**config.mk**
```make
export PLATFORM = sky130hd
export DESIGN_NAME = decode_stage
export DESIGN_NICKNAME = d
export VERILOG_FILES = /design/src/design/riscv_pkg.sv /design/src/design/pipe_pkg.sv /design/src/design/inst_decoder.sv /design/src/design/regfile.sv /design/src/design/operand_select.sv /design/src/design/id_ex_reg.sv /design/src/design/decode_stage.sv
export SDC_FILE = /design/constraint.sdc
export NUM_CORES = 2
export LEC_CHECK = 0
export BUFFER_PORTS_ARGS = -buffer_cell sky130_fd_sc_hd__buf_4
export CORE_MARGIN = 1
export CORE_UTILIZATION = 50
export CTS_CLUSTER_SIZE = 25
export DETAILED_ROUTE_END_ITERATION = 7
export PLACE_DENSITY = 0.67
export SLEW_MARGIN = 20
export SYNTH_ARGS = -nofsm -noshare
export SYNTH_HDL_FRONTEND = slang
export SYNTH_SLANG_ARGS = --single-unit
```
**constraint.sdc**
```tcl
create_clock -name clk -period 1.92 [get_ports clk]
set_input_delay 0.096 -clock clk [delete_from_list [all_inputs] [get_ports clk]]
set_output_delay 0.096 -clock clk [all_outputs]
set_load 0.01 [all_outputs]
```
**src/design/riscv_pkg.sv**
```systemverilog
package riscv_pkg;

    localparam int XLEN     = 32;
    localparam int NUM_REGS = 32;
    localparam int REG_AW   = $clog2(NUM_REGS);

    typedef logic [XLEN-1:0]   word_t;
    typedef logic [31:0]       inst_t;     // RV32 base, always 32 bit
    typedef logic [REG_AW-1:0] reg_addr_t;
    typedef logic [6:0]        opcode_t;
    typedef logic [2:0]        funct3_t;
    typedef logic [6:0]        funct7_t;

    // major opcodes, only the kept groups
    localparam opcode_t OPC_LUI    = 7'b0110111;
    localparam opcode_t OPC_AUIPC  = 7'b0010111;
    localparam opcode_t OPC_OP_IMM = 7'b0010011;
    localparam opcode_t OPC_OP     = 7'b0110011;
    localparam opcode_t OPC_LOAD   = 7'b0000011;

    // funct3, same for OP and OP-IMM
    localparam funct3_t F3_ADD  = 3'b000;
    localparam funct3_t F3_SLL  = 3'b001;
    localparam funct3_t F3_SLT  = 3'b010;
    localparam funct3_t F3_SLTU = 3'b011;
    localparam funct3_t F3_XOR  = 3'b100;
    localparam funct3_t F3_SR   = 3'b101;  // srl / sra
    localparam funct3_t F3_OR   = 3'b110;
    localparam funct3_t F3_AND  = 3'b111;

    localparam funct3_t F3_LB  = 3'b000;
    localparam funct3_t F3_LH  = 3'b001;
    localparam funct3_t F3_LW  = 3'b010;
    localparam funct3_t F3_LBU = 3'b100;
    localparam funct3_t F3_LHU = 3'b101;

    localparam funct7_t F7_BASE = 7'b0000000;
    localparam funct7_t F7_ALT  = 7'b0100000;  // sub, sra

    // NONE must stay at zero, a cleared record is a bubble
    typedef enum logic [4:0] {
        ALU_NONE,
        ALU_ADD,
        ALU_SUB,
        ALU_SLL,
        ALU_SLT,
        ALU_SLTU,
        ALU_XOR,
        ALU_SRL,
        ALU_SRA,
        ALU_OR,
        ALU_AND,
        ALU_LUI,
        ALU_LB,
        ALU_LH,
        ALU_LW,
        ALU_LBU,
        ALU_LHU
    } alu_op_e;

    typedef enum logic [2:0] {
        RES_NONE,
        RES_LOGIC,
        RES_SHIFT,
        RES_ARITH,
        RES_COMPARE,
        RES_LOAD
    } alu_sel_e;

endpackage

```
**src/design/pipe_pkg.sv**
```systemverilog
package pipe_pkg;

    // decoder output, consumed within the decode stage
    typedef struct packed {
        riscv_pkg::alu_op_e   aluop;
        riscv_pkg::alu_sel_e  alusel;
        riscv_pkg::reg_addr_t rs1;
        riscv_pkg::reg_addr_t rs2;
        logic                 rs1_read;
        logic                 rs2_read;
        riscv_pkg::reg_addr_t rd;
        logic                 wreg;
        riscv_pkg::word_t     imm1;    // pc for auipc, else zero
        riscv_pkg::word_t     imm2;
        logic                 illegal;
    } decode_t;

    // result offered back by execute or memory
    typedef struct packed {
        logic                 wreg;
        riscv_pkg::reg_addr_t rd;
        riscv_pkg::word_t     wdata;
        logic                 is_load; // only driven by execute
    } fwd_t;

    typedef struct packed {
        logic                 we;
        riscv_pkg::reg_addr_t addr;
        riscv_pkg::word_t     data;
    } wb_t;

    // decode to execute record
    typedef struct packed {
        logic                 valid;
        riscv_pkg::word_t     pc;
        riscv_pkg::alu_op_e   aluop;
        riscv_pkg::alu_sel_e  alusel;
        riscv_pkg::word_t     op1;
        riscv_pkg::word_t     op2;
        riscv_pkg::reg_addr_t rd;
        logic                 wreg;
        logic                 illegal;
    } issue_t;

endpackage

```
**src/design/inst_decoder.sv**
```systemverilog
`timescale 1ns/1ps

module inst_decoder (
    input  riscv_pkg::word_t  pc_i,
    input  riscv_pkg::inst_t  inst_i,
    output pipe_pkg::decode_t dec_o
);

    riscv_pkg::opcode_t opcode;
    riscv_pkg::funct3_t funct3;
    riscv_pkg::funct7_t funct7;
    riscv_pkg::word_t   imm_i;
    riscv_pkg::word_t   imm_sh;
    riscv_pkg::word_t   imm_u;
    logic               f7_base;
    logic               f7_alt;

    assign opcode  = inst_i[6:0];
    assign funct3  = inst_i[14:12];
    assign funct7  = inst_i[31:25];
    assign f7_base = (funct7 == riscv_pkg::F7_BASE);
    assign f7_alt  = (funct7 == riscv_pkg::F7_ALT);

    assign imm_i  = {{20{inst_i[31]}}, inst_i[31:20]};  // sign extended
    assign imm_sh = riscv_pkg::word_t'(inst_i[24:20]);  // shamt
    assign imm_u  = {inst_i[31:12], 12'b0};

    always_comb begin
        dec_o         = '0;
        dec_o.rs1     = inst_i[19:15];
        dec_o.rs2     = inst_i[24:20];
        dec_o.rd      = inst_i[11:7];
        dec_o.illegal = 1'b1;   // kept groups clear it

        case (opcode)
            riscv_pkg::OPC_LUI: begin
                dec_o.aluop   = riscv_pkg::ALU_LUI;
                dec_o.alusel  = riscv_pkg::RES_SHIFT;
                dec_o.imm2    = imm_u;
                dec_o.wreg    = 1'b1;
                dec_o.illegal = 1'b0;
            end
            riscv_pkg::OPC_AUIPC: begin
                dec_o.aluop   = riscv_pkg::ALU_ADD;
                dec_o.alusel  = riscv_pkg::RES_ARITH;
                dec_o.imm1    = pc_i;
                dec_o.imm2    = imm_u;
                dec_o.wreg    = 1'b1;
                dec_o.illegal = 1'b0;
            end
            riscv_pkg::OPC_LOAD: begin
                dec_o.alusel   = riscv_pkg::RES_LOAD;
                dec_o.rs1_read = 1'b1;
                dec_o.imm2     = imm_i;     // address offset
                dec_o.wreg     = 1'b1;
                dec_o.illegal  = 1'b0;
                case (funct3)
                    riscv_pkg::F3_LB:  dec_o.aluop = riscv_pkg::ALU_LB;
                    riscv_pkg::F3_LH:  dec_o.aluop = riscv_pkg::ALU_LH;
                    riscv_pkg::F3_LW:  dec_o.aluop = riscv_pkg::ALU_LW;
                    riscv_pkg::F3_LBU: dec_o.aluop = riscv_pkg::ALU_LBU;
                    riscv_pkg::F3_LHU: dec_o.aluop = riscv_pkg::ALU_LHU;
                    default:           dec_o.illegal = 1'b1;
                endcase
            end
            riscv_pkg::OPC_OP_IMM, riscv_pkg::OPC_OP: begin
                dec_o.rs1_read = 1'b1;
                dec_o.rs2_read = (opcode == riscv_pkg::OPC_OP);
                dec_o.imm2     = dec_o.rs2_read ? '0 : imm_i;
                dec_o.wreg     = 1'b1;
                // funct7 only matters for reg-reg ops and immediate shifts
                dec_o.illegal  = dec_o.rs2_read && !f7_base;
                case (funct3)
                    riscv_pkg::F3_ADD: begin
                        dec_o.alusel = riscv_pkg::RES_ARITH;
                        if (dec_o.rs2_read && inst_i[30]) begin
                            dec_o.aluop   = riscv_pkg::ALU_SUB;
                            dec_o.illegal = !f7_alt;
                        end else begin
                            dec_o.aluop = riscv_pkg::ALU_ADD;
                        end
                    end
                    riscv_pkg::F3_SLL: begin
                        dec_o.aluop   = riscv_pkg::ALU_SLL;
                        dec_o.alusel  = riscv_pkg::RES_SHIFT;
                        dec_o.illegal = !f7_base;
                        if (!dec_o.rs2_read) dec_o.imm2 = imm_sh;
                    end
                    riscv_pkg::F3_SR: begin
                        dec_o.aluop   = inst_i[30] ? riscv_pkg::ALU_SRA : riscv_pkg::ALU_SRL;
                        dec_o.alusel  = riscv_pkg::RES_SHIFT;
                        dec_o.illegal = !(f7_base || f7_alt);
                        if (!dec_o.rs2_read) dec_o.imm2 = imm_sh;
                    end
                    riscv_pkg::F3_SLT: begin
                        dec_o.aluop  = riscv_pkg::ALU_SLT;
                        dec_o.alusel = riscv_pkg::RES_COMPARE;
                    end
                    riscv_pkg::F3_SLTU: begin
                        dec_o.aluop  = riscv_pkg::ALU_SLTU;
                        dec_o.alusel = riscv_pkg::RES_COMPARE;
                    end
                    riscv_pkg::F3_XOR: begin
                        dec_o.aluop  = riscv_pkg::ALU_XOR;
                        dec_o.alusel = riscv_pkg::RES_LOGIC;
                    end
                    riscv_pkg::F3_OR: begin
                        dec_o.aluop  = riscv_pkg::ALU_OR;
                        dec_o.alusel = riscv_pkg::RES_LOGIC;
                    end
                    default: begin
                        dec_o.aluop  = riscv_pkg::ALU_AND;
                        dec_o.alusel = riscv_pkg::RES_LOGIC;
                    end
                endcase
            end
            default: ;
        endcase

        // illegal issues as a bubble, no reads so no stall
        if (dec_o.illegal) begin
            dec_o.aluop    = riscv_pkg::ALU_NONE;
            dec_o.alusel   = riscv_pkg::RES_NONE;
            dec_o.rs1_read = 1'b0;
            dec_o.rs2_read = 1'b0;
            dec_o.wreg     = 1'b0;
        end
    end

endmodule

```
**src/design/regfile.sv**
```systemverilog
`timescale 1ns/1ps

module regfile (
    input  logic                 clk,
    input  logic                 rst_n_i,
    input  pipe_pkg::wb_t        wb_i,
    input  riscv_pkg::reg_addr_t raddr1_i,
    input  riscv_pkg::reg_addr_t raddr2_i,
    output riscv_pkg::word_t     rdata1_o,
    output riscv_pkg::word_t     rdata2_o
);

    riscv_pkg::word_t regs [riscv_pkg::NUM_REGS];

    always_ff @(posedge clk or negedge rst_n_i) begin
        if (!rst_n_i) begin
            for (int i = 0; i < riscv_pkg::NUM_REGS; i++) begin
                regs[i] <= '0;
            end
        end else if (wb_i.we && wb_i.addr != '0) begin  // x0 stays zero
            regs[wb_i.addr] <= wb_i.data;
        end
    end

    // no write-through, memory stage forwarding covers it
    assign rdata1_o = regs[raddr1_i];
    assign rdata2_o = regs[raddr2_i];

endmodule

```
**src/design/operand_select.sv**
```systemverilog
`timescale 1ns/1ps

module operand_select (
    input  pipe_pkg::decode_t dec_i,
    input  riscv_pkg::word_t  rdata1_i,
    input  riscv_pkg::word_t  rdata2_i,
    input  pipe_pkg::fwd_t    ex_fwd_i,
    input  pipe_pkg::fwd_t    mem_fwd_i,
    output riscv_pkg::word_t  op1_o,
    output riscv_pkg::word_t  op2_o,
    output logic              stall_o
);

    logic stall1;
    logic stall2;

    // one operand, priority order matters
    function automatic riscv_pkg::word_t pick_operand(
        input  logic                 rd_en,
        input  riscv_pkg::reg_addr_t addr,
        input  riscv_pkg::word_t     imm,
        input  riscv_pkg::word_t     rdata,
        input  pipe_pkg::fwd_t       ex,
        input  pipe_pkg::fwd_t       mem,
        output logic                 stall
    );
        stall = 1'b0;
        if (!rd_en) return imm;
        if (addr == '0) return '0;
        if (ex.is_load && ex.rd == addr) begin
            stall = 1'b1;   // load data not there until memory
            return '0;
        end
        if (ex.wreg && ex.rd == addr) return ex.wdata;
        if (mem.wreg && mem.rd == addr) return mem.wdata;
        return rdata;
    endfunction

    always_comb begin
        op1_o = pick_operand(dec_i.rs1_read, dec_i.rs1, dec_i.imm1, rdata1_i,
                             ex_fwd_i, mem_fwd_i, stall1);
        op2_o = pick_operand(dec_i.rs2_read, dec_i.rs2, dec_i.imm2, rdata2_i,
                             ex_fwd_i, mem_fwd_i, stall2);
    end

    assign stall_o = stall1 | stall2;

endmodule

```
**src/design/id_ex_reg.sv**
```systemverilog
`timescale 1ns/1ps

module id_ex_reg (
    input  logic              clk,
    input  logic              rst_n_i,
    input  logic              inst_valid_i,
    input  logic              stall_i,
    input  riscv_pkg::word_t  pc_i,
    input  pipe_pkg::decode_t dec_i,
    input  riscv_pkg::word_t  op1_i,
    input  riscv_pkg::word_t  op2_i,
    output pipe_pkg::issue_t  issue_o
);

    pipe_pkg::issue_t issue_d;

    always_comb begin
        issue_d.valid   = 1'b1;
        issue_d.pc      = pc_i;
        issue_d.aluop   = dec_i.aluop;
        issue_d.alusel  = dec_i.alusel;
        issue_d.op1     = op1_i;
        issue_d.op2     = op2_i;
        issue_d.rd      = dec_i.rd;
        issue_d.wreg    = dec_i.wreg;
        issue_d.illegal = dec_i.illegal;
        if (stall_i || !inst_valid_i) begin   // bubble
            issue_d.valid   = 1'b0;
            issue_d.aluop   = riscv_pkg::ALU_NONE;
            issue_d.alusel  = riscv_pkg::RES_NONE;
            issue_d.wreg    = 1'b0;
            issue_d.illegal = 1'b0;
        end
    end

    always_ff @(posedge clk or negedge rst_n_i) begin
        if (!rst_n_i) begin
            issue_o <= '0;
        end else begin
            issue_o <= issue_d;
        end
    end

endmodule

```
**src/design/decode_stage.sv**
```systemverilog
`timescale 1ns/1ps

module decode_stage (
    input  logic             clk,
    input  logic             rst_n_i,
    input  logic             inst_valid_i,
    input  riscv_pkg::word_t pc_i,
    input  riscv_pkg::inst_t inst_i,
    output logic             ready_o,
    input  pipe_pkg::fwd_t   ex_fwd_i,
    input  pipe_pkg::fwd_t   mem_fwd_i,
    input  pipe_pkg::wb_t    wb_i,
    output pipe_pkg::issue_t issue_o
);

    pipe_pkg::decode_t dec;
    riscv_pkg::word_t  rdata1;
    riscv_pkg::word_t  rdata2;
    riscv_pkg::word_t  op1;
    riscv_pkg::word_t  op2;
    logic              stall;

    assign ready_o = ~stall;   // fetch holds inst while low

    inst_decoder u_dec (
        .pc_i   (pc_i),
        .inst_i (inst_i),
        .dec_o  (dec)
    );

    regfile u_rf (
        .clk      (clk),
        .rst_n_i  (rst_n_i),
        .wb_i     (wb_i),
        .raddr1_i (dec.rs1),
        .raddr2_i (dec.rs2),
        .rdata1_o (rdata1),
        .rdata2_o (rdata2)
    );

    operand_select u_opsel (
        .dec_i     (dec),
        .rdata1_i  (rdata1),
        .rdata2_i  (rdata2),
        .ex_fwd_i  (ex_fwd_i),
        .mem_fwd_i (mem_fwd_i),
        .op1_o     (op1),
        .op2_o     (op2),
        .stall_o   (stall)
    );

    id_ex_reg u_id_ex (
        .clk          (clk),
        .rst_n_i      (rst_n_i),
        .inst_valid_i (inst_valid_i),
        .stall_i      (stall),
        .pc_i         (pc_i),
        .dec_i        (dec),
        .op1_i        (op1),
        .op2_i        (op2),
        .issue_o      (issue_o)
    );

endmodule

```
# Word-level counts from Yosys, hierarchy flattened
# Cells that the tools add are included.
dict set report totals {
  output_inout_bits 113
  in_bits 183
  elab_cells 176
  regBits 1136
}
dict set report op_classes {
  order_cmp 4
  bitwise 5
  reduce_logical 27
  muxes 83
  eq_ne 16
}
# op n
set ops {}
lappend ops {{$bwmux W1024} 1}
lappend ops {{$mux W32} 29}
lappend ops {{$bmux W32 S5} 2}
lappend ops {{$demux W32 S5} 1}
lappend ops {{$pmux W33 S3} 1}
lappend ops {{$pmux W8 S7} 1}
lappend ops {{$mux W1} 39}
lappend ops {{$pmux W8 S4} 1}
lappend ops {{$pmux W5 S5} 1}
lappend ops {{$eq A7 B6 Y1 const B} 3}
lappend ops {{$eq A5 B5 Y1} 4}
lappend ops {{$ge A6 B6 Y1 const B} 3}
lappend ops {{$not A5 Y6} 3}
lappend ops {{$mux W8} 2}
lappend ops {{$eq A7 B5 Y1 const B} 2}
lappend ops {{$logic_and A1 B1 Y1} 10}
lappend ops {{$logic_not A5 Y1} 2}
lappend ops {{$reduce_or A5 Y1} 2}
lappend ops {{$eq A3 B3 Y1 const B} 3}
lappend ops {{$eq A7 B2 Y1 const B} 1}
lappend ops {{$logic_not A7 Y1} 1}
lappend ops {{$eq A3 B2 Y1 const B} 2}
lappend ops {{$lt A6 B1 Y1 const B} 1}
lappend ops {{$mux W2} 3}
lappend ops {{11 further kinds} 17}

# Depth between registers and ports, before layout
dict set report depth {
  ltp_word 22
  ltp_mapped 11
  depth_no_buf 6
}

# Modules after synthesis
# A second synthesis with hierarchy kept.
dict set report hier_totals {
  cells_unflattened 5327
  hier_area_um2 62723.9
}
# mod cells_per_inst seq_area_each_um2 instances area_each_um2
set modules_own_cells {}
lappend modules_own_cells {regfile 4601 25624.6 1 55942.4}
lappend modules_own_cells {id_ex_reg 125 2802.7 1 2912.8}
lappend modules_own_cells {operand_select 446 0.0 1 2829.0}
lappend modules_own_cells {inst_decoder 154 0.0 1 1036.0}
lappend modules_own_cells {decode_stage 1 0.0 1 3.8}

# Least setup slack after synthesis
# No wires, ideal clock.
dict set report synth_timing {
  path_kind {input -> register}
  start {input inst_i[15]}
  end {register, netlist name u_id_ex.issue_o[62]}
  cell_stages 8
  path_buffers 3
  arrival_time_ns 1.727
  setup_ns 0.126
  setup_slack_ns 0.067
  required_time_ns 1.794
  path_cell_list {buf_4 -> buf_6 -> clkbuf_1 -> mux4_2 -> a22oi_1 -> nand2_1 -> a211oi_1 -> o21ai_1}
}
dict set report synth_via {
  elab_chain_len 12
  elab_cells_between_ends 33
  cone_classes {2 x eq/ne; 26 x mux; 1 x bitwise; 4 x reduce/logical}
}
# item line
set synth_rtl {}
lappend synth_rtl {{from (decl)} decode_stage.sv:8} ;# input riscv_pkg::inst_t inst_i,
lappend synth_rtl {{$eq A5 B5 Y1} operand_select.sv:35} ;# if (mem.wreg && mem.rd == addr) return mem.wdata;
lappend synth_rtl {{$logic_and A1 B1 Y1} operand_select.sv:35}
lappend synth_rtl {{$mux W1 (2 in a row)} operand_select.sv:35}
lappend synth_rtl {{$mux W1} operand_select.sv:34} ;# if (ex.wreg && ex.rd == addr) return ex.wdata;
lappend synth_rtl {{$mux W1} operand_select.sv:30} ;# if (ex.is_load && ex.rd == addr) begin
lappend synth_rtl {{$mux W1} operand_select.sv:29} ;# if (addr == '0) return '0;
lappend synth_rtl {{$mux W32} operand_select.sv:36} ;# return rdata;
lappend synth_rtl {{$mux W32} operand_select.sv:35}
lappend synth_rtl {{$mux W32} operand_select.sv:34}
lappend synth_rtl {{$mux W32 (*)} operand_select.sv:30}
lappend synth_rtl {{$mux W32 (*)} operand_select.sv:29}
lappend synth_rtl {{via op1[23]} decode_stage.sv:19} ;# riscv_pkg::word_t op1;
# The timed path passes the listed nets; every way through them passes the cells marked *. The select of a mux whose other input is x is not followed.
# A chain may end at the register's enable or synchronous reset.

# Worst setup path in the final report
dict set report layout_timing {
  start {input inst_i[16]}
  end {register, netlist name u_id_ex.issue_o[51]}
}
dict set report layout_via {
  elab_chain_len 12
  elab_cells_between_ends 33
  cone_classes {2 x eq/ne; 26 x mux; 1 x bitwise; 4 x reduce/logical}
}
# item line
set layout_rtl {}
lappend layout_rtl {{$eq A5 B5 Y1} operand_select.sv:35}
lappend layout_rtl {{$logic_and A1 B1 Y1} operand_select.sv:35}
lappend layout_rtl {{$mux W1 (2 in a row)} operand_select.sv:35}
lappend layout_rtl {{$mux W1} operand_select.sv:34}
lappend layout_rtl {{$mux W1} operand_select.sv:30}
lappend layout_rtl {{$mux W1} operand_select.sv:29}
lappend layout_rtl {{$mux W32} operand_select.sv:36}
lappend layout_rtl {{$mux W32} operand_select.sv:35}
lappend layout_rtl {{$mux W32} operand_select.sv:34}
lappend layout_rtl {{$mux W32 (*)} operand_select.sv:30}
lappend layout_rtl {{$mux W32 (*)} operand_select.sv:29}
lappend layout_rtl {{via op1[12]} decode_stage.sv:19}
# Marked as above.

==> flow_summary_export.csv <==
group,metric,value,unit
pwr,ir_worst_vdd,0.000929,V
setup_path,criticalPathCategory,"input pin to register",
setup_path,start_kind,"input pin",
sta,finalSetupTns,-78.4,ps
die,io_pins,296,
setup_path,worstReg2RegStart,"u_rf.regs[754]",
sta,hold_slack,17.4,ps
setup_path,endpoint_kind,"register",
routing,postRouteAntennaNets,0,
synth,synthArstFlopShare,1.00,
sta,slew_viol_final,0,
synth,synth-edff-count,0,
pwr,power.total,72400,uW
synth,netlist_area,59900,sq um
synth,yosys_most_used_dff,"dfrtp_1",
setup_path,cp-startpoint,"inst_i[16]",
cells_and_area,drive_gt1_frac,0.514,
global_routing,use_met2,0.566,
die,rows,126,
sta,tightest_slew,834,ps
routing,wl_per_cell,34.5,microns
clock_network,htreeDepth,4,
status,status,"finished with violations",
setup_path,worstPathArrival,2700,ps
clock_network,clkSinkCount,1136,
global_routing,top_usage_layer,"met2",
global_routing,grt_first_pass_wirelength,336000,microns
routing,dr_total_vias,46300,
setup_path,endpoint,"u_id_ex.issue_o[51]",
global_routing,grt_max_degree,120,
routing,drt-total-wl,235000,microns
sta,slew_headroom,0.443,
sta,rsz0062_at_grt,"yes",
synth,yosysWarnings,0,
clock_network,clkTransAtPathRegs,60,ps
worst_hold_path,hp-class,"input pin to asynchronous set/reset pin",
setup_path,r2r-end,"u_id_ex.issue_o[25]",
cells_and_area,nNetsFinal,5264,
global_routing,grt_pass1_vias,46700,
placement,placement.io_buffers,294,
synth,ys_ff_latch,1136,
synth,seq_area_frac_synth,0.475,
placement,place.gp.congestion,0.956,
synth,avgSynthCellArea,13.9,sq um
routing,via_per_inst,6.80,
status,violations,"negative setup slack",
setup_path,worstPathRequired,2630,ps
cells_and_area,fill_cells,8692,
sta,fmax,500,MHz
die,core_area,118000,sq um
global_routing,met1_usage,0.516,
routing,drtPass1Iterations,7,
pwr,p_leak,0.0336,uW
clock_network,clock_path_buffers,3,
sta,fin_skew,30.1,ps
sta,finalSetupViolCount,1,
global_routing,overflow,0,
synth,synth.distinct_cells,66,
setup_path,r2r_cells,6,
die,fp.dieH,348,microns
synth,syn-num-nets,4483,
setup_path,critPathMaxFanout,15,
sta,setup_ws,-78.4,ps
sta,hold_viol_final,0,
sta,finalCritPeriodShare,1.04,
clock_network,cts_inserted_buffers,130,
synth,netlist_instances,4300,
cells_and_area,area_growth,26.4,%
clock_network,cts_tree,"done",
flow_run,cap_violations,0,
sta,fin_crit,2000,ps
die,die_w,348,microns
global_routing,grt_use_total,0.387,
routing,drc,0,
clock_network,clock-root-buffer,"clkbuf_16",
global_routing,antenna_found_initial,16,
die,dieArea,121000,sq um
placement,dpl.hpwl,154000,microns
setup_path,reg2reg_slack,20,ps
die,initial_core_util,0.506,
global_routing,grt.met3_usage,0.128,
pwr,powerDensity,957,nW/um^2
clock_network,clock_latency,770,ps
routing,drt_iter0_markers,6013,
routing by layer:
| layer | up-vias | share of wire |
|---|---|---|
| li1 | 18100 | - |
| met1 | 24000 | 0.38 |
| met2 | 3266 | 0.43 |
| met3 | 839 | 0.13 |
| met4 | 14 | 0.059 |
| met5 | - | 0.00039 |
state kept, by name, summed over array words and instances, names as in the netlist:
signal           cells
u_rf.regs         1024
u_id_ex.issue_o    112
cells by family (layout without fill, tap and decap cells):
| logic type | Yosys count | in the layout | share of synthesized area |
|---|---|---|---|
| DFF | 1136 | 1136 | 0.475 |
| AOI/OAI and AO/OA | 648 | 648 | 0.0761 |
| xor gates and xnor gates | 22 | 22 | 0.00322 |
| buffers and inverters | 472 | 1361 | 0.0388 |
| and+or+nand+nor | 372 | 372 | 0.0319 |
| other | 0 | 14 | 0 |
| muxes | 1650 | 1650 | 0.375 |
synth_stat cells, drive strengths merged (8+ instances only):
cell type	number	area, sq um
a211o	10	87.6
a211oi	108	811
a21oi	87	435
a221o	9	90.1
a221oi	12	111
a22oi	133	998
a31oi	12	75.1
a32o	16	160
a32oi	9	78.8
and2	10	62.6
and3	9	56.3
buf	238	1440
clkbuf	230	866
dfrtp	1136	28400
mux2	1067	12000
mux2i	214	2140
mux4	369	8310
nand2	102	383
nand2b	10	62.6
nand3	26	135
nand4	16	100
nor2	82	308
nor2b	62	388
nor3	17	95.1
o211ai	29	218
o21ai	50	250
o22a	8	70.1
o22ai	97	607
o31ai	39	293
or2	9	56.3
xnor2	13	114
xor2	9	78.8
area by class of cell:
| type | instances | area [sq um] | share of cell area |
|---|---|---|---|
| Timing Repair Buffer | 1117 | 11200 | 0.149 |
| Tap cell | 1600 | 2000 | 0.0264 |
| Antenna cell | 14 | 35.0 | 0.000463 |
| Multi-Input combinational cell | 2692 | 29500 | 0.390 |
| Clock inverter | 58 | 657 | 0.00868 |
| Sequential cell | 1136 | 28400 | 0.376 |
| Inverter | 4 | 15.0 | 0.000198 |
| Clock buffer | 182 | 3820 | 0.0505 |
cell usage in the layout, fill, tap and decap left out, drive strengths merged, types with 11 or more instances in the layout:
master / synthesis / routed
bufinv: 0 / 11
a211oi: 108 / 108
a22oi: 133 / 133
nor2b: 62 / 62
buf: 238 / 916
inv: 4 / 13
o22ai: 97 / 97
nor2: 82 / 82
nand2: 102 / 102
a31oi: 12 / 12
mux2i: 214 / 214
o211ai: 29 / 29
nand4: 16 / 16
mux2: 1067 / 1067
mux4: 369 / 369
nor3: 17 / 17
a221oi: 12 / 12
clkinv: 0 / 33
dlygate4sd3: 0 / 200
diode: 0 / 14
dfrtp: 1136 / 1136
a21oi: 87 / 87
clkbuf: 230 / 183
xnor2: 13 / 13
o31ai: 39 / 39
o21ai: 50 / 50
nand3: 26 / 26
a32o: 16 / 16
worst min path at each step:
stage	start	endpoint	slack [ps]	cells past startpoint
final	rst_n_i	u_rf.regs[959]	20	3
after global routing	inst_i[4]	u_id_ex.issue_o[77]	30	6
after CTS	rst_n_i	u_rf.regs[959]	0.07	3
after detailed placement	rst_n_i	u_id_ex.issue_o[4]	-30	1
after global placement	rst_n_i	u_id_ex.issue_o[4]	-30	1
after floorplan	rst_n_i	u_id_ex.issue_o[0]	-200	0
where the power goes:
part           total (uW)  internal, uW  switching, uW
Sequential          31400         28100           3250
Clock               26200         15500          10700
Combinational       14900          8750           6120
Total               72400         52300          20100
through the flow:
step                utilization  setup slack [ps]  std cells  instance area, sq um
floorplan                     -              66.9       4300                 59900
global placement          0.583              -539       6350                 69100
detailed placement        0.583              -527       6350                 69100
CTS                       0.638              18.0       6790                 75600
global route              0.639             -42.3       6793                 75700
finish                    0.639             -78.4       6803                 75700
critical path, stage by stage:
cell	delay (ps)
clkbuf_8	170
dlygate4sd3_1	660
buf_12	130
nand2b_2	170
buf_12	210
o22ai_1	130
a211oi_1	370
o22ai_1	160
o31ai_1	360
a32o_1	230
timing repair:
item / 4_1_cts / 5_1_grt
setup buffers: 0 / 0
endpoints found under the hold margin: 2240 / 0
pin swaps: 1 / 7
hold buffers: 200 / 0
gates resized for setup: 4 / 23
endpoints found under the setup margin: 2 / 16
Power figures use the tool's default switching activity.
